`src/source/cpu_consts.svh`:
```
`ifndef CPU_CONSTS_SVH
`define CPU_CONSTS_SVH

// widths fixed by the instruction set
`define CPU_DATA_W 8
`define CPU_ADDR_W 16

// architectural state after reset
`define CPU_RESET_PC 16'hC000
`define CPU_RESET_REG 8'h00
// N V Z C
`define CPU_RESET_FLAGS 4'b0000

// unit steps for the PC and for INC/DEC
`define CPU_PC_STEP 16'h0001
`define CPU_DATA_ONE 8'h01

// bits added when a branch offset is sign extended to an address
`define CPU_OFFSET_EXT (`CPU_ADDR_W - `CPU_DATA_W)

`endif
```
`src/source/cpu_pkg.sv`:
```
`include "cpu_consts.svh"

package cpu_pkg;

    typedef enum logic [1:0] {
        STATE_FETCH  = 2'd0,
        STATE_DECODE = 2'd1,
        STATE_EXEC   = 2'd2
    } cpu_state_t;

    // standard 6502 encodings, immediate and implied forms only
    typedef enum logic [`CPU_DATA_W-1:0] {
        OP_LDA_IMM = 8'hA9,
        OP_LDX_IMM = 8'hA2,
        OP_LDY_IMM = 8'hA0,
        OP_ADC_IMM = 8'h69,
        OP_SBC_IMM = 8'hE9,
        OP_AND_IMM = 8'h29,
        OP_ORA_IMM = 8'h09,
        OP_EOR_IMM = 8'h49,
        OP_TAX     = 8'hAA,
        OP_TAY     = 8'hA8,
        OP_TXA     = 8'h8A,
        OP_TYA     = 8'h98,
        OP_INX     = 8'hE8,
        OP_DEX     = 8'hCA,
        OP_INY     = 8'hC8,
        OP_DEY     = 8'h88,
        OP_CLC     = 8'h18,
        OP_SEC     = 8'h38,
        OP_NOP     = 8'hEA,
        OP_BEQ     = 8'hF0,
        OP_BNE     = 8'hD0,
        OP_BCS     = 8'hB0,
        OP_BCC     = 8'h90
    } opcode_t;

    typedef enum logic [1:0] {KIND_IMPLIED, KIND_IMMEDIATE, KIND_BRANCH} instr_kind_t;

    typedef enum logic [2:0] {
        ALU_PASS, ALU_ADC, ALU_SBC, ALU_AND, ALU_ORA, ALU_EOR, ALU_INC, ALU_DEC
    } alu_op_t;

    typedef enum logic [2:0] {REG_A, REG_X, REG_Y, REG_OPERAND, REG_NONE} reg_sel_t;

    typedef enum logic [2:0] {FLAG_NONE, FLAG_NZ, FLAG_NVZC, FLAG_SET_C, FLAG_CLR_C} flag_op_t;

    typedef enum logic [1:0] {BR_Z, BR_C} branch_cond_t;

endpackage : cpu_pkg

```
`src/source/cpu_core.sv`:
```
`timescale 1ns/1ns
`include "cpu_consts.svh"

module cpu_core (
    input  logic                    i_clock,
    input  logic                    i_rst_n,
    input  logic                    i_clock_en,
    input  logic [`CPU_DATA_W-1:0]  i_r_data,
    output logic [`CPU_ADDR_W-1:0]  o_addr,
    output logic                    o_mem_r_en,

    // debug
    output logic [`CPU_ADDR_W-1:0]  o_pc,
    output logic [`CPU_DATA_W-1:0]  o_a,
    output logic [`CPU_DATA_W-1:0]  o_x,
    output logic [`CPU_DATA_W-1:0]  o_y,
    // N V Z C
    output logic [3:0]              o_flags
);

    logic              commit, z_flag, c_flag;
    cpu_pkg::alu_op_t  alu_op;
    cpu_pkg::reg_sel_t src, dst;
    cpu_pkg::flag_op_t flag_op;

    cpu_control u_control (
        .i_clock    (i_clock),
        .i_rst_n    (i_rst_n),
        .i_clock_en (i_clock_en),
        .i_r_data   (i_r_data),
        .i_z_flag   (z_flag),
        .i_c_flag   (c_flag),
        .o_addr     (o_addr),
        .o_mem_r_en (o_mem_r_en),
        .o_pc       (o_pc),
        .o_commit   (commit),
        .o_alu_op   (alu_op),
        .o_src      (src),
        .o_dst      (dst),
        .o_flag_op  (flag_op)
    );

    // operand byte comes straight off the read bus
    cpu_datapath u_datapath (
        .i_clock   (i_clock),
        .i_rst_n   (i_rst_n),
        .i_commit  (commit),
        .i_alu_op  (alu_op),
        .i_src     (src),
        .i_dst     (dst),
        .i_flag_op (flag_op),
        .i_operand (i_r_data),
        .o_a       (o_a),
        .o_x       (o_x),
        .o_y       (o_y),
        .o_flags   (o_flags),
        .o_z_flag  (z_flag),
        .o_c_flag  (c_flag)
    );

endmodule : cpu_core

```
`src/source/cpu_datapath.sv`:
```
`timescale 1ns/1ns
`include "cpu_consts.svh"

module cpu_datapath (
    input  logic                    i_clock,
    input  logic                    i_rst_n,
    input  logic                    i_commit,
    input  cpu_pkg::alu_op_t        i_alu_op,
    input  cpu_pkg::reg_sel_t       i_src,
    input  cpu_pkg::reg_sel_t       i_dst,
    input  cpu_pkg::flag_op_t       i_flag_op,
    input  logic [`CPU_DATA_W-1:0]  i_operand,
    output logic [`CPU_DATA_W-1:0]  o_a,
    output logic [`CPU_DATA_W-1:0]  o_x,
    output logic [`CPU_DATA_W-1:0]  o_y,
    output logic [3:0]              o_flags,
    output logic                    o_z_flag,
    output logic                    o_c_flag
);

    logic [`CPU_DATA_W-1:0] a_q, x_q, y_q, alu_src1, alu_out;
    logic n_q, v_q, z_q, c_q;
    logic alu_c, alu_v, alu_z, alu_n;

    // operand stands in for the source on loads
    always_comb begin
        case (i_src)
            cpu_pkg::REG_A: alu_src1 = a_q;
            cpu_pkg::REG_X: alu_src1 = x_q;
            cpu_pkg::REG_Y: alu_src1 = y_q;
            default: alu_src1 = i_operand;
        endcase
    end

    cpu_alu u_alu (
        .i_op    (i_alu_op),
        .i_src1  (alu_src1),
        .i_src2  (i_operand),
        .i_c_in  (c_q),
        .o_out   (alu_out),
        .o_c_out (alu_c),
        .o_v_out (alu_v),
        .o_z_out (alu_z),
        .o_n_out (alu_n)
    );

    always_ff @(posedge i_clock) begin
        if (!i_rst_n) begin
            a_q <= `CPU_RESET_REG;
            x_q <= `CPU_RESET_REG;
            y_q <= `CPU_RESET_REG;
            {n_q, v_q, z_q, c_q} <= `CPU_RESET_FLAGS;
        end else if (i_commit) begin
            case (i_dst)
                cpu_pkg::REG_A: a_q <= alu_out;
                cpu_pkg::REG_X: x_q <= alu_out;
                cpu_pkg::REG_Y: y_q <= alu_out;
                default: ;
            endcase
            case (i_flag_op)
                cpu_pkg::FLAG_NZ: {n_q, z_q} <= {alu_n, alu_z};
                cpu_pkg::FLAG_NVZC: {n_q, v_q, z_q, c_q} <= {alu_n, alu_v, alu_z, alu_c};
                cpu_pkg::FLAG_SET_C: c_q <= 1'b1;
                cpu_pkg::FLAG_CLR_C: c_q <= 1'b0;
                default: ;
            endcase
        end
    end

    assign o_a = a_q;
    assign o_x = x_q;
    assign o_y = y_q;
    assign o_flags = {n_q, v_q, z_q, c_q};
    assign o_z_flag = z_q;
    assign o_c_flag = c_q;

    // NOP and unknown opcodes still commit, but must leave state alone
    a_nop_commit: assert property (@(posedge i_clock) disable iff (!i_rst_n)
        (i_commit && i_dst == cpu_pkg::REG_NONE && i_flag_op == cpu_pkg::FLAG_NONE)
        |=> ($stable(a_q) && $stable(x_q) && $stable(y_q) && $stable(o_flags)));

endmodule : cpu_datapath

```
`src/source/cpu_control.sv`:
```
`timescale 1ns/1ns
`include "cpu_consts.svh"

module cpu_control (
    input  logic                    i_clock,
    input  logic                    i_rst_n,
    input  logic                    i_clock_en,
    input  logic [`CPU_DATA_W-1:0]  i_r_data,
    input  logic                    i_z_flag,
    input  logic                    i_c_flag,
    output logic [`CPU_ADDR_W-1:0]  o_addr,
    output logic                    o_mem_r_en,
    output logic [`CPU_ADDR_W-1:0]  o_pc,
    output logic                    o_commit,
    output cpu_pkg::alu_op_t        o_alu_op,
    output cpu_pkg::reg_sel_t       o_src,
    output cpu_pkg::reg_sel_t       o_dst,
    output cpu_pkg::flag_op_t       o_flag_op
);

    cpu_pkg::cpu_state_t    state_q, state_d;
    logic [`CPU_ADDR_W-1:0] pc_q, pc_d, addr_q, br_target;
    logic [`CPU_DATA_W-1:0] opcode_q;
    cpu_pkg::opcode_t       dec_opcode;
    cpu_pkg::instr_kind_t   kind;
    cpu_pkg::branch_cond_t  br_cond;
    logic                   br_inv, br_taken, commit_req, read_req;

    ////////////////////////////////////////////////////////////////////////////
    // decode

    // opcode byte arrives on the bus during DECODE, held afterwards
    assign dec_opcode = cpu_pkg::opcode_t'((state_q == cpu_pkg::STATE_DECODE) ?
                                           i_r_data : opcode_q);

    cpu_decode u_decode (
        .i_opcode      (dec_opcode),
        .o_kind        (kind),
        .o_alu_op      (o_alu_op),
        .o_src         (o_src),
        .o_dst         (o_dst),
        .o_flag_op     (o_flag_op),
        .o_branch_cond (br_cond),
        .o_branch_inv  (br_inv)
    );

    assign br_taken = br_inv ^ ((br_cond == cpu_pkg::BR_C) ? i_c_flag : i_z_flag);
    // PC already points past the offset byte
    assign br_target = pc_q + {{`CPU_OFFSET_EXT{i_r_data[`CPU_DATA_W-1]}}, i_r_data};

    ////////////////////////////////////////////////////////////////////////////
    // sequencer

    always_comb begin
        state_d = state_q;
        pc_d = pc_q;
        commit_req = 1'b0;
        read_req = 1'b0;
        case (state_q)
            cpu_pkg::STATE_FETCH: begin
                read_req = 1'b1;
                pc_d = pc_q + `CPU_PC_STEP;
                state_d = cpu_pkg::STATE_DECODE;
            end
            cpu_pkg::STATE_DECODE: begin
                if (kind == cpu_pkg::KIND_IMPLIED) begin
                    commit_req = 1'b1;
                    state_d = cpu_pkg::STATE_FETCH;
                end else begin
                    read_req = 1'b1;
                    pc_d = pc_q + `CPU_PC_STEP;
                    state_d = cpu_pkg::STATE_EXEC;
                end
            end
            cpu_pkg::STATE_EXEC: begin
                commit_req = (kind == cpu_pkg::KIND_IMMEDIATE);
                if (kind == cpu_pkg::KIND_BRANCH && br_taken) begin
                    pc_d = br_target;
                end
                state_d = cpu_pkg::STATE_FETCH;
            end
            default: state_d = cpu_pkg::STATE_FETCH;
        endcase
    end

    assign o_commit = i_clock_en & commit_req;
    assign o_mem_r_en = i_clock_en & read_req;
    // address passes through on a read, then stays latched
    assign o_addr = o_mem_r_en ? pc_q : addr_q;
    assign o_pc = pc_q;

    always_ff @(posedge i_clock) begin
        if (!i_rst_n) begin
            state_q <= cpu_pkg::STATE_FETCH;
            pc_q <= `CPU_RESET_PC;
            addr_q <= `CPU_RESET_PC;
        end else if (i_clock_en) begin
            state_q <= state_d;
            pc_q <= pc_d;
            if (o_mem_r_en) begin
                addr_q <= pc_q;
            end
        end
    end

    always_ff @(posedge i_clock) begin
        if (i_clock_en && state_q == cpu_pkg::STATE_DECODE) begin
            opcode_q <= i_r_data;
        end
    end

    ////////////////////////////////////////////////////////////////////////////
    // checks

    a_stall_quiet: assert property (@(posedge i_clock) disable iff (!i_rst_n)
        !i_clock_en |-> !o_commit && !o_mem_r_en);

    a_state_legal: assert property (@(posedge i_clock) disable iff (!i_rst_n)
        state_q inside {cpu_pkg::STATE_FETCH, cpu_pkg::STATE_DECODE, cpu_pkg::STATE_EXEC});

endmodule : cpu_control

```
`src/source/cpu_decode.sv`:
```
`timescale 1ns/1ns
`include "cpu_consts.svh"

module cpu_decode (
    input  cpu_pkg::opcode_t      i_opcode,
    output cpu_pkg::instr_kind_t  o_kind,
    output cpu_pkg::alu_op_t      o_alu_op,
    output cpu_pkg::reg_sel_t     o_src,
    output cpu_pkg::reg_sel_t     o_dst,
    output cpu_pkg::flag_op_t     o_flag_op,
    output cpu_pkg::branch_cond_t o_branch_cond,
    output logic                  o_branch_inv
);

    // one case per control field, unknown opcodes fall to the defaults
    always_comb begin
        case (i_opcode)
            cpu_pkg::OP_LDA_IMM, cpu_pkg::OP_LDX_IMM, cpu_pkg::OP_LDY_IMM,
            cpu_pkg::OP_ADC_IMM, cpu_pkg::OP_SBC_IMM, cpu_pkg::OP_AND_IMM,
            cpu_pkg::OP_ORA_IMM, cpu_pkg::OP_EOR_IMM: o_kind = cpu_pkg::KIND_IMMEDIATE;
            cpu_pkg::OP_BEQ, cpu_pkg::OP_BNE,
            cpu_pkg::OP_BCS, cpu_pkg::OP_BCC: o_kind = cpu_pkg::KIND_BRANCH;
            default: o_kind = cpu_pkg::KIND_IMPLIED;
        endcase

        case (i_opcode)
            cpu_pkg::OP_ADC_IMM: o_alu_op = cpu_pkg::ALU_ADC;
            cpu_pkg::OP_SBC_IMM: o_alu_op = cpu_pkg::ALU_SBC;
            cpu_pkg::OP_AND_IMM: o_alu_op = cpu_pkg::ALU_AND;
            cpu_pkg::OP_ORA_IMM: o_alu_op = cpu_pkg::ALU_ORA;
            cpu_pkg::OP_EOR_IMM: o_alu_op = cpu_pkg::ALU_EOR;
            cpu_pkg::OP_INX, cpu_pkg::OP_INY: o_alu_op = cpu_pkg::ALU_INC;
            cpu_pkg::OP_DEX, cpu_pkg::OP_DEY: o_alu_op = cpu_pkg::ALU_DEC;
            default: o_alu_op = cpu_pkg::ALU_PASS;
        endcase

        // first ALU input
        case (i_opcode)
            cpu_pkg::OP_ADC_IMM, cpu_pkg::OP_SBC_IMM, cpu_pkg::OP_AND_IMM,
            cpu_pkg::OP_ORA_IMM, cpu_pkg::OP_EOR_IMM,
            cpu_pkg::OP_TAX, cpu_pkg::OP_TAY: o_src = cpu_pkg::REG_A;
            cpu_pkg::OP_TXA, cpu_pkg::OP_INX, cpu_pkg::OP_DEX: o_src = cpu_pkg::REG_X;
            cpu_pkg::OP_TYA, cpu_pkg::OP_INY, cpu_pkg::OP_DEY: o_src = cpu_pkg::REG_Y;
            cpu_pkg::OP_LDA_IMM, cpu_pkg::OP_LDX_IMM,
            cpu_pkg::OP_LDY_IMM: o_src = cpu_pkg::REG_OPERAND;
            default: o_src = cpu_pkg::REG_NONE;
        endcase

        case (i_opcode)
            cpu_pkg::OP_LDA_IMM, cpu_pkg::OP_ADC_IMM, cpu_pkg::OP_SBC_IMM,
            cpu_pkg::OP_AND_IMM, cpu_pkg::OP_ORA_IMM, cpu_pkg::OP_EOR_IMM,
            cpu_pkg::OP_TXA, cpu_pkg::OP_TYA: o_dst = cpu_pkg::REG_A;
            cpu_pkg::OP_LDX_IMM, cpu_pkg::OP_TAX,
            cpu_pkg::OP_INX, cpu_pkg::OP_DEX: o_dst = cpu_pkg::REG_X;
            cpu_pkg::OP_LDY_IMM, cpu_pkg::OP_TAY,
            cpu_pkg::OP_INY, cpu_pkg::OP_DEY: o_dst = cpu_pkg::REG_Y;
            default: o_dst = cpu_pkg::REG_NONE;
        endcase

        // every register write also sets N and Z
        if (i_opcode == cpu_pkg::OP_ADC_IMM || i_opcode == cpu_pkg::OP_SBC_IMM) begin
            o_flag_op = cpu_pkg::FLAG_NVZC;
        end else if (i_opcode == cpu_pkg::OP_CLC) begin
            o_flag_op = cpu_pkg::FLAG_CLR_C;
        end else if (i_opcode == cpu_pkg::OP_SEC) begin
            o_flag_op = cpu_pkg::FLAG_SET_C;
        end else if (o_dst != cpu_pkg::REG_NONE) begin
            o_flag_op = cpu_pkg::FLAG_NZ;
        end else begin
            o_flag_op = cpu_pkg::FLAG_NONE;
        end

        // branch taken when flag xor invert is high
        o_branch_cond = (i_opcode == cpu_pkg::OP_BCS || i_opcode == cpu_pkg::OP_BCC) ?
                        cpu_pkg::BR_C : cpu_pkg::BR_Z;
        o_branch_inv = (i_opcode == cpu_pkg::OP_BNE || i_opcode == cpu_pkg::OP_BCC);
    end

endmodule : cpu_decode

```
`src/source/cpu_alu.sv`:
```
`timescale 1ns/1ns
`include "cpu_consts.svh"

module cpu_alu (
    input  cpu_pkg::alu_op_t        i_op,
    input  logic [`CPU_DATA_W-1:0]  i_src1,
    input  logic [`CPU_DATA_W-1:0]  i_src2,
    input  logic                    i_c_in,
    output logic [`CPU_DATA_W-1:0]  o_out,
    output logic                    o_c_out,
    output logic                    o_v_out,
    output logic                    o_z_out,
    output logic                    o_n_out
);

    logic [`CPU_DATA_W-1:0] m;
    logic [`CPU_DATA_W:0]   sum;

    // SBC is ADC with the memory operand inverted
    assign m = (i_op == cpu_pkg::ALU_SBC) ? ~i_src2 : i_src2;
    assign sum = {1'b0, i_src1} + {1'b0, m} + {{`CPU_DATA_W{1'b0}}, i_c_in};

    always_comb begin
        o_out = i_src1;
        o_c_out = i_c_in;
        o_v_out = 1'b0;
        case (i_op)
            cpu_pkg::ALU_PASS: o_out = i_src1;
            cpu_pkg::ALU_ADC,
            cpu_pkg::ALU_SBC: begin
                o_out = sum[`CPU_DATA_W-1:0];
                o_c_out = sum[`CPU_DATA_W];
                // same input signs, result sign differs
                o_v_out = (i_src1[`CPU_DATA_W-1] == m[`CPU_DATA_W-1]) &&
                          (sum[`CPU_DATA_W-1] != i_src1[`CPU_DATA_W-1]);
            end
            cpu_pkg::ALU_AND: o_out = i_src1 & i_src2;
            cpu_pkg::ALU_ORA: o_out = i_src1 | i_src2;
            cpu_pkg::ALU_EOR: o_out = i_src1 ^ i_src2;
            // wraps modulo 256
            cpu_pkg::ALU_INC: o_out = i_src1 + `CPU_DATA_ONE;
            cpu_pkg::ALU_DEC: o_out = i_src1 - `CPU_DATA_ONE;
            default: o_out = i_src1;
        endcase
    end

    assign o_n_out = o_out[`CPU_DATA_W-1];
    assign o_z_out = (o_out == '0);

endmodule : cpu_alu

```
`config.mk`:
```
export PLATFORM = sky130hd
export DESIGN_NAME = cpu_core
export DESIGN_NICKNAME = d
export VERILOG_FILES = /design/src/source/cpu_pkg.sv /design/src/source/cpu_core.sv /design/src/source/cpu_datapath.sv /design/src/source/cpu_control.sv /design/src/source/cpu_decode.sv /design/src/source/cpu_alu.sv
export VERILOG_INCLUDE_DIRS = /design/src /design/src/source
export SDC_FILE = /design/constraint.sdc
export NUM_CORES = 1
export LEC_CHECK = 0
export ABC_AREA = 1
export CELL_PAD_IN_SITES_DETAIL_PLACEMENT = 2
export CELL_PAD_IN_SITES_GLOBAL_PLACEMENT = 2
export CORE_MARGIN = 2
export CORE_UTILIZATION = 37
export CTS_BUF_LIST = sky130_fd_sc_hd__clkbuf_2 sky130_fd_sc_hd__clkbuf_4 sky130_fd_sc_hd__clkbuf_8
export CTS_CLUSTER_DIAMETER = 80
export DETAILED_ROUTE_END_ITERATION = 7
export DONT_BUFFER_PORTS = 1
export GPL_TIMING_DRIVEN = 0
export HOLD_SLACK_MARGIN = 0.02
export PLACE_DENSITY_LB_ADDON = 0.1
export SLEW_MARGIN = 20
export SYNTH_ARGS = -nofsm -noshare
export SYNTH_HDL_FRONTEND = slang
export SYNTH_SLANG_ARGS = --single-unit
```
`constraint.sdc`:
```
create_clock -name i_clock -period 5.25 [get_ports i_clock]
set_input_delay 0.7875 -clock i_clock [delete_from_list [all_inputs] [get_ports i_clock]]
set_output_delay 0.7875 -clock i_clock [all_outputs]
set_load 0.02 [all_outputs]
```
Word level (Yosys, flattened, before mapping)
Index checks and enable logic that the tools add are counted.
{ "classes": {"n_addsub": 6, "eq_ne": 48, "muxes": 27, "bitwise_logic": 7, "n_reduce_logical": 34} }
{ "op_table": {"columns": ["cell", "count"], "rows": [
  ["$eq 8x8->1 const B", 16],
  ["$pmux 8 s7", 1],
  ["$mux 16", 3],
  ["$pmux 16 s3", 1],
  ["$pmux 8 s3", 1],
  ["$pmux 3 s7", 1],
  ["$eq 3x2->1 const B", 6],
  ["$add 16x1->16 const B", 1],
  ["$add 16x16->16", 1],
  ["$eq 8x6->1 const B", 2],
  ["$eq 8x7->1 const B", 2],
  ["$mux 8", 2],
  ["$reduce_or 8->1", 2],
  ["$eq 3x3->1 const B", 5],
  ["$eq 3x1->1 const B", 4],
  ["$pmux 3 s4", 1],
  ["$reduce_or 4->1", 3],
  ["$reduce_and 2->1", 5],
  ["$add 8x8->9", 1],
  ["$add 9x1->9", 1],
  ["$logic_not 3->1", 3],
  ["$pmux 3 s3", 1],
  ["$reduce_or 3->1", 3],
  ["$add 8x1->8 const B", 1],
  ["other kinds (32)", 55]
]} }
{ "totals": {"register_bits": 70, "in_bits": 11, "output_inout_bits": 61, "wordCells": 133} }

Logic depth before layout (Yosys ltp)
{ "depth": {"ltp_word": 13, "depth_mapped": 37, "depth_no_buf": 36} }

Hierarchy
From an unflattened synthesis, not the netlist that was laid out.
{ "unflattened": {"hier_cells": 955, "area_unflattened_um2": 5962.0} }
{ "modules_own_cells": {"columns": ["module", "n_inst", "cells_per_inst", "area_per_inst_um2", "seq_area_each_um2"], "rows": [
  ["cpu_control", 1, 400, 2693.8, 920.9],
  ["cpu_alu", 1, 274, 1522.7, 0.0],
  ["cpu_datapath", 1, 194, 1327.5, 560.5],
  ["cpu_decode", 1, 87, 417.9, 0.0]
]} }

Worst setup path before layout
No wires, ideal clock.
{ "synth_path": {"path_kind": "input port to flip-flop", "startpoint": "in i_r_data[4]", "endpoint": "reg u_datapath.z_q, in the netlist u_datapath.o_z_flag", "setup_ns": 0.070, "arrival_time_ns": 3.959, "t_required_ns": 5.180, "slack_ns": 1.222, "stages": 28, "path_buffers": 0, "path_cell_list": "inv_1 -> nand2_1 -> nand2_2 -> nand2_4 -> nor2_1 -> nand2_2 -> nand3_4 -> nor2_4 -> nor2_1 -> nor2_2 -> nand2_2 -> inv_2 -> fa_1 -> fa_1 -> nand3b_1 -> nand2_1 -> a21oi_1 -> o21bai_1 -> a21oi_1 -> a21oi_1 -> nand2_1 -> nand2_2 -> nand3_1 -> nor2_1 -> nand2_1 -> nor2_1 -> nand2_1 -> a21oi_2"} }
{ "synth_via": {"elab_chain_cells": 12, "elab_cells_between_ends": 77, "classes_between": "4 x add/sub; 35 x eq/ne; 14 x mux; 5 x bitwise; 19 x reduce/logical"} }
{ "synth_rtl": {"columns": ["item", "line_no", "source"], "rows": [
  ["from (decl)", "cpu_core.sv:8", "input logic [`CPU_DATA_W-1:0] i_r_data,"],
  ["branches (longest 12 deep; another with $add 8x8->9)", null, null],
  ["to (signal assigned)", "cpu_datapath.sv:52", "{n_q, v_q, z_q, c_q} <= `CPU_RESET_FLAGS;"],
  ["to (signal assigned)", "cpu_datapath.sv:61", "cpu_pkg::FLAG_NZ: {n_q, z_q} <= {alu_n, alu_z};"],
  ["to (signal assigned)", "cpu_datapath.sv:62", "cpu_pkg::FLAG_NVZC: {n_q, v_q, z_q, c_q} <= {alu_n, alu_v, alu_z, alu_c};"],
  ["to (decl)", "cpu_datapath.sv:22", "logic n_q, v_q, z_q, c_q;"]
]} }
Parallel ways; which one is timed is not known.
A chain may end at the register's enable or synchronous reset.

Final worst setup path
{ "layout_path": {"startpoint": "reg u_control.state_q[1]", "endpoint": "reg u_datapath.z_q, in the netlist u_datapath.o_z_flag"} }
{ "layout_via": {"elab_chain_cells": 13, "elab_cells_between_ends": 78, "classes_between": "4 x add/sub; 37 x eq/ne; 14 x mux; 4 x bitwise; 19 x reduce/logical"} }
{ "layout_rtl": {"columns": ["item", "line_no", "source"], "rows": [
  ["from (decl)", "cpu_control.sv:21", "cpu_pkg::cpu_state_t state_q, state_d;"],
  ["from (signal assigned)", "cpu_control.sv:94", "state_q <= cpu_pkg::STATE_FETCH;"],
  ["from (signal assigned)", "cpu_control.sv:98", "state_q <= state_d;"],
  ["branches (longest 13 deep; another with $add 8x8->9)", null, null]
]} }
Parallel ways; which one is timed is not known.

==> run_summary.xml <==
<?xml version="1.0" encoding="UTF-8"?>
<metrics>
  <group name="outcome">
    <metric name="run_status" unit="">finished, final reports clean</metric>
  </group>
  <group name="floorplanning">
    <metric name="rows" unit="">45</metric>
    <metric name="floorplan.core_area" unit="mm2">0.0150</metric>
    <metric name="die_width" unit="um">127</metric>
    <metric name="initial_utilization" unit="%">37.5</metric>
    <metric name="die_height" unit="um">127</metric>
    <metric name="die_area" unit="mm2">0.0162</metric>
    <metric name="io_pins" unit="">72</metric>
  </group>
  <group name="sta">
    <metric name="clock.fmax" unit="MHz">209</metric>
    <metric name="report.final.hold_viol_count" unit="">0</metric>
    <metric name="worst_slew_pin_slew" unit="ns">0.665</metric>
    <metric name="rsz0062_at_grt" unit="">false</metric>
    <metric name="final.setup.tns" unit="ns">0</metric>
    <metric name="timing.final.crit_period" unit="ns">4.79</metric>
    <metric name="post-route-period-util" unit="%">91.2</metric>
    <metric name="setup_viol_count_final" unit="">0</metric>
    <metric name="timing.clock.skew" unit="ns">0.0178</metric>
    <metric name="timing_max_transition_violations_final" unit="">0</metric>
    <metric name="slew_headroom" unit="%">55.7</metric>
  </group>
  <group name="clock_network">
    <metric name="cts.reportedPaths.clkPinSlew" unit="ns">0.09</metric>
    <metric name="insertion_delay" unit="ns">0.38</metric>
    <metric name="clk_path_buf_depth" unit="">2</metric>
    <metric name="clk_root_buffer_cell" unit="">sky130_fd_sc_hd__clkbuf_8</metric>
    <metric name="clock-sinks" unit="">70</metric>
    <metric name="h_tree_depth" unit="">3</metric>
    <metric name="cts_hold_buffers" unit="">0</metric>
    <metric name="tritoncts" unit="">done</metric>
    <metric name="tritoncts.num_buffers" unit="">9</metric>
  </group>
  <group name="grt">
    <metric name="antenna_found_initial" unit="">0</metric>
    <metric name="grt_max_degree" unit="">14</metric>
    <metric name="global_route_wire_length_before_repair" unit="mm">33.2</metric>
    <metric name="first_global_vias" unit="">6058</metric>
    <metric name="grt-ovfl-total" unit="">0</metric>
    <metric name="grt_use_total" unit="%">26.4</metric>
  </group>
  <group name="setup_path">
    <metric name="worst_setup_ep_type" unit="">flip-flop</metric>
    <metric name="timing.critical_path.mode_cell" unit="">sky130_fd_sc_hd__nand2_1</metric>
    <metric name="critical_path_class" unit="">reg -&gt; reg</metric>
    <metric name="cpPeakStageDelay" unit="ns">0.45</metric>
    <metric name="worstPathMaxFanout" unit="">10</metric>
    <metric name="worstPathArrival" unit="ns">5.08</metric>
    <metric name="timing.critical_path.required" unit="ns">5.54</metric>
    <metric name="critical_path.startpoint_type" unit="">flip-flop</metric>
    <metric name="worstRegToRegCells" unit="">35</metric>
    <metric name="critical-path-slowest-cell" unit="">sky130_fd_sc_hd__fa_1</metric>
  </group>
  <group name="final_layout">
    <metric name="layout_stage_area_growth_over_the_synthesis_result" unit="%">8.71</metric>
    <metric name="most_common_library_cell_in_the_layout_ignoring_fill_and_taps" unit="">sky130_fd_sc_hd__nand2_1</metric>
    <metric name="layout_common_cells" unit="">199 x sky130_fd_sc_hd__nand2_1, 122 x sky130_fd_sc_hd__inv_1, 63 x sky130_fd_sc_hd__a21oi_1, 61 x sky130_fd_sc_hd__dfxtp_1, 57 x sky130_fd_sc_hd__o21ai_0</metric>
    <metric name="nets" unit="">907</metric>
    <metric name="antenna_cells_inserted" unit="">0</metric>
    <metric name="drive_above_1_share" unit="%">13.7</metric>
    <metric name="layout.cells.non_filler" unit="">1037</metric>
  </group>
  <group name="yosys">
    <metric name="ys_async_sr_fraction" unit="%">0</metric>
    <metric name="synth_edf_count" unit="">8</metric>
    <metric name="synth_area" unit="mm2">0.00563</metric>
    <metric name="postSynthNetCount" unit="">894</metric>
    <metric name="synth_seq_cells" unit="">70</metric>
    <metric name="ys_types" unit="">48</metric>
    <metric name="synth_top_cell_by_area" unit="">sky130_fd_sc_hd__dfxtp_1</metric>
    <metric name="synth.avg_cell_area" unit="um2">6.78</metric>
    <metric name="dominantRegCellSynth" unit="">sky130_fd_sc_hd__dfxtp_1</metric>
    <metric name="synthTopCellsByArea" unit="">sky130_fd_sc_hd__dfxtp_1 22%, sky130_fd_sc_hd__nand2_1 13%, sky130_fd_sc_hd__ha_1 11%, sky130_fd_sc_hd__inv_1 8.1%, sky130_fd_sc_hd__a21oi_1 5.6%</metric>
    <metric name="portion_of_the_post_synthesis_area_used_by_sequential_elements" unit="%">26.3</metric>
    <metric name="syn_inst" unit="">831</metric>
    <metric name="yosys_warning_count" unit="">0</metric>
    <metric name="synth.top_cell.area_share" unit="%">22.0</metric>
  </group>
  <group name="routing">
    <metric name="detailroute.via_count" unit="">5562</metric>
    <metric name="remaining_drc_errors" unit="">0</metric>
    <metric name="drt-wirelength-per-cell" unit="um">20.0</metric>
    <metric name="dr.pass1.iters" unit="">4</metric>
    <metric name="routed_via_density" unit="">5.36</metric>
    <metric name="postRouteAntennaNets" unit="">0</metric>
    <metric name="route.final.wire_length" unit="mm">20.7</metric>
    <metric name="initialDrtViolationCount" unit="">257</metric>
  </group>
  <group name="power">
    <metric name="vdd_ir_drop_max" unit="uV">141</metric>
    <metric name="power.density_cell_area" unit="mW/mm2">216</metric>
    <metric name="p_total" unit="mW">1.32</metric>
    <metric name="leakage" unit="nW">3.07</metric>
  </group>
  <group name="place">
    <metric name="gp_routability_congestion" unit="">0.933</metric>
    <metric name="detailed_place_hpwl" unit="mm">16.6</metric>
    <metric name="placed_cells_incl_taps" unit="">1019</metric>
    <metric name="port-buffer-count" unit="">0</metric>
  </group>
  <group name="job">
    <metric name="timing.max_cap.violations" unit="">0</metric>
  </group>
  <group name="min_path">
    <metric name="hold_path_class" unit="">in -&gt; reg</metric>
    <metric name="hold-path-cell-count" unit="">0</metric>
  </group>
</metrics>
-- flip-flops by register name, indices dropped and copies added (netlist names) --
name                 flops
u_control.state_q        2
u_datapath.v_q           1
u_datapath.n_q           1
u_control.addr_q        16
u_datapath.o_x           8
u_datapath.o_c_flag      1
u_datapath.o_z_flag      1
u_datapath.o_a           8
u_control.o_pc          16
u_control.opcode_q       8
u_datapath.o_y           8
-- per-layer routing --
| metal | track usage, % | up-vias | routed length, um |
|---|---|---|---|
| met1 | 34.4 | 2745 | 9600 |
| met5 | 0 | - | 0 |
| li1 | - | 2690 | - |
| met3 | 5.70 | 13 | 1020 |
| met2 | 45.4 | 114 | 9940 |
| met4 | 4.85 | 0 | 164 |
-- final cells by class --
cell class	instances	area, um2
sequential	70	1480
buffer	24	160
clock buffer	9	124
multi-input combinational	603	3550
inverter	134	510
clock inverter	7	47.5
timing repair buffer	2	15.0
fill	1825	8910
tap	188	235
-- worst max-delay path: cells and delay by family (launching register included) --
| kind | cells | cell delay, ns |
|---|---|---|
| compound gates | 2 | 0.25 |
| fa+ha+maj | 2 | 0.64 |
| buf+inv | 5 | 0.58 |
| flops | 1 | 0.37 |
| simple gates | 26 | 2.85 |
-- cells by family (layout without fill, tap and decap cells) --
family          count (synthesis)  after routing  share of synthesized area [%]
flops                          70             70                           26.3
compound gates                157            157                           15.4
fa+ha+maj                      52             52                           12.1
buf+inv                       158            176                           11.9
simple gates                  369            369                           30.4
xor+xnor                       25             25                           3.89
-- what timing repair did --
item / CTS / global route
gates resized for setup: 0 / 17
endpoints found under the setup margin: 0 / 1
buffers inserted: 0 / 2
-- cells in the mapped netlist, types with 2 or more instances --
library cell and n:
sky130_fd_sc_hd__a21oi_1 63, sky130_fd_sc_hd__ha_1 48, sky130_fd_sc_hd__clkbuf_1 9, sky130_fd_sc_hd__o21ai_1 9, sky130_fd_sc_hd__buf_2 2, sky130_fd_sc_hd__fa_1 4, sky130_fd_sc_hd__nand4_1 11, sky130_fd_sc_hd__xnor2_1 10
sky130_fd_sc_hd__a31oi_1 3, sky130_fd_sc_hd__buf_4 9, sky130_fd_sc_hd__and2_1 2, sky130_fd_sc_hd__o21bai_1 2, sky130_fd_sc_hd__nand3_4 2, sky130_fd_sc_hd__nand2_1 202, sky130_fd_sc_hd__dfxtp_1 62, sky130_fd_sc_hd__nand2_2 35
sky130_fd_sc_hd__o2111ai_1 3, sky130_fd_sc_hd__inv_1 122, sky130_fd_sc_hd__nor3_1 3, sky130_fd_sc_hd__nand3b_1 5, sky130_fd_sc_hd__nor2_2 5, sky130_fd_sc_hd__xor2_1 15, sky130_fd_sc_hd__edfxtp_1 8, sky130_fd_sc_hd__nand3_2 2
sky130_fd_sc_hd__inv_2 9, sky130_fd_sc_hd__nor2_4 4, sky130_fd_sc_hd__nand3_1 30, sky130_fd_sc_hd__or2_2 3, sky130_fd_sc_hd__buf_6 3, sky130_fd_sc_hd__nor2_1 56, sky130_fd_sc_hd__o211ai_1 11, sky130_fd_sc_hd__nand2_4 6
sky130_fd_sc_hd__a211oi_1 2, sky130_fd_sc_hd__o21ai_0 57
-- per-stage QoR --
| step | area [um2] | setup WS, ns | util (%) | hold WS, ns |
|---|---|---|---|---|
| 2_1_floorplan | 5630 | 1.22 | - | 0.455 |
| 3_3_place_gp | 5870 | 0.387 | 39.0 | 0.471 |
| 3_5_place_dp | 5870 | 0.198 | 39.0 | 0.491 |
| 4_1_cts | 6040 | 0.110 | 40.2 | 0.482 |
| 5_1_grt | 6120 | 0.00413 | 40.7 | 0.472 |
| 6_report | 6120 | 0.463 | 40.7 | 0.493 |
-- power breakdown --
group	switching, mW	internal [mW]
Combinational	0.227	0.0941
Sequential	0.0315	0.564
Clock	0.234	0.172
-- final timing paths --
path / from / endpoint / slack, ns
setup / recovery: u_control.state_q[1] / u_datapath.o_z_flag / 0.46
hold / removal: i_r_data[4] / u_control.opcode_q[4] / 0.49
setup reg to reg: u_control.state_q[1] / u_datapath.o_z_flag / 0.46
hold reg to reg: u_control.addr_q[15] / u_control.addr_q[15] / 0.50
Power figures use the tool's default switching activity.
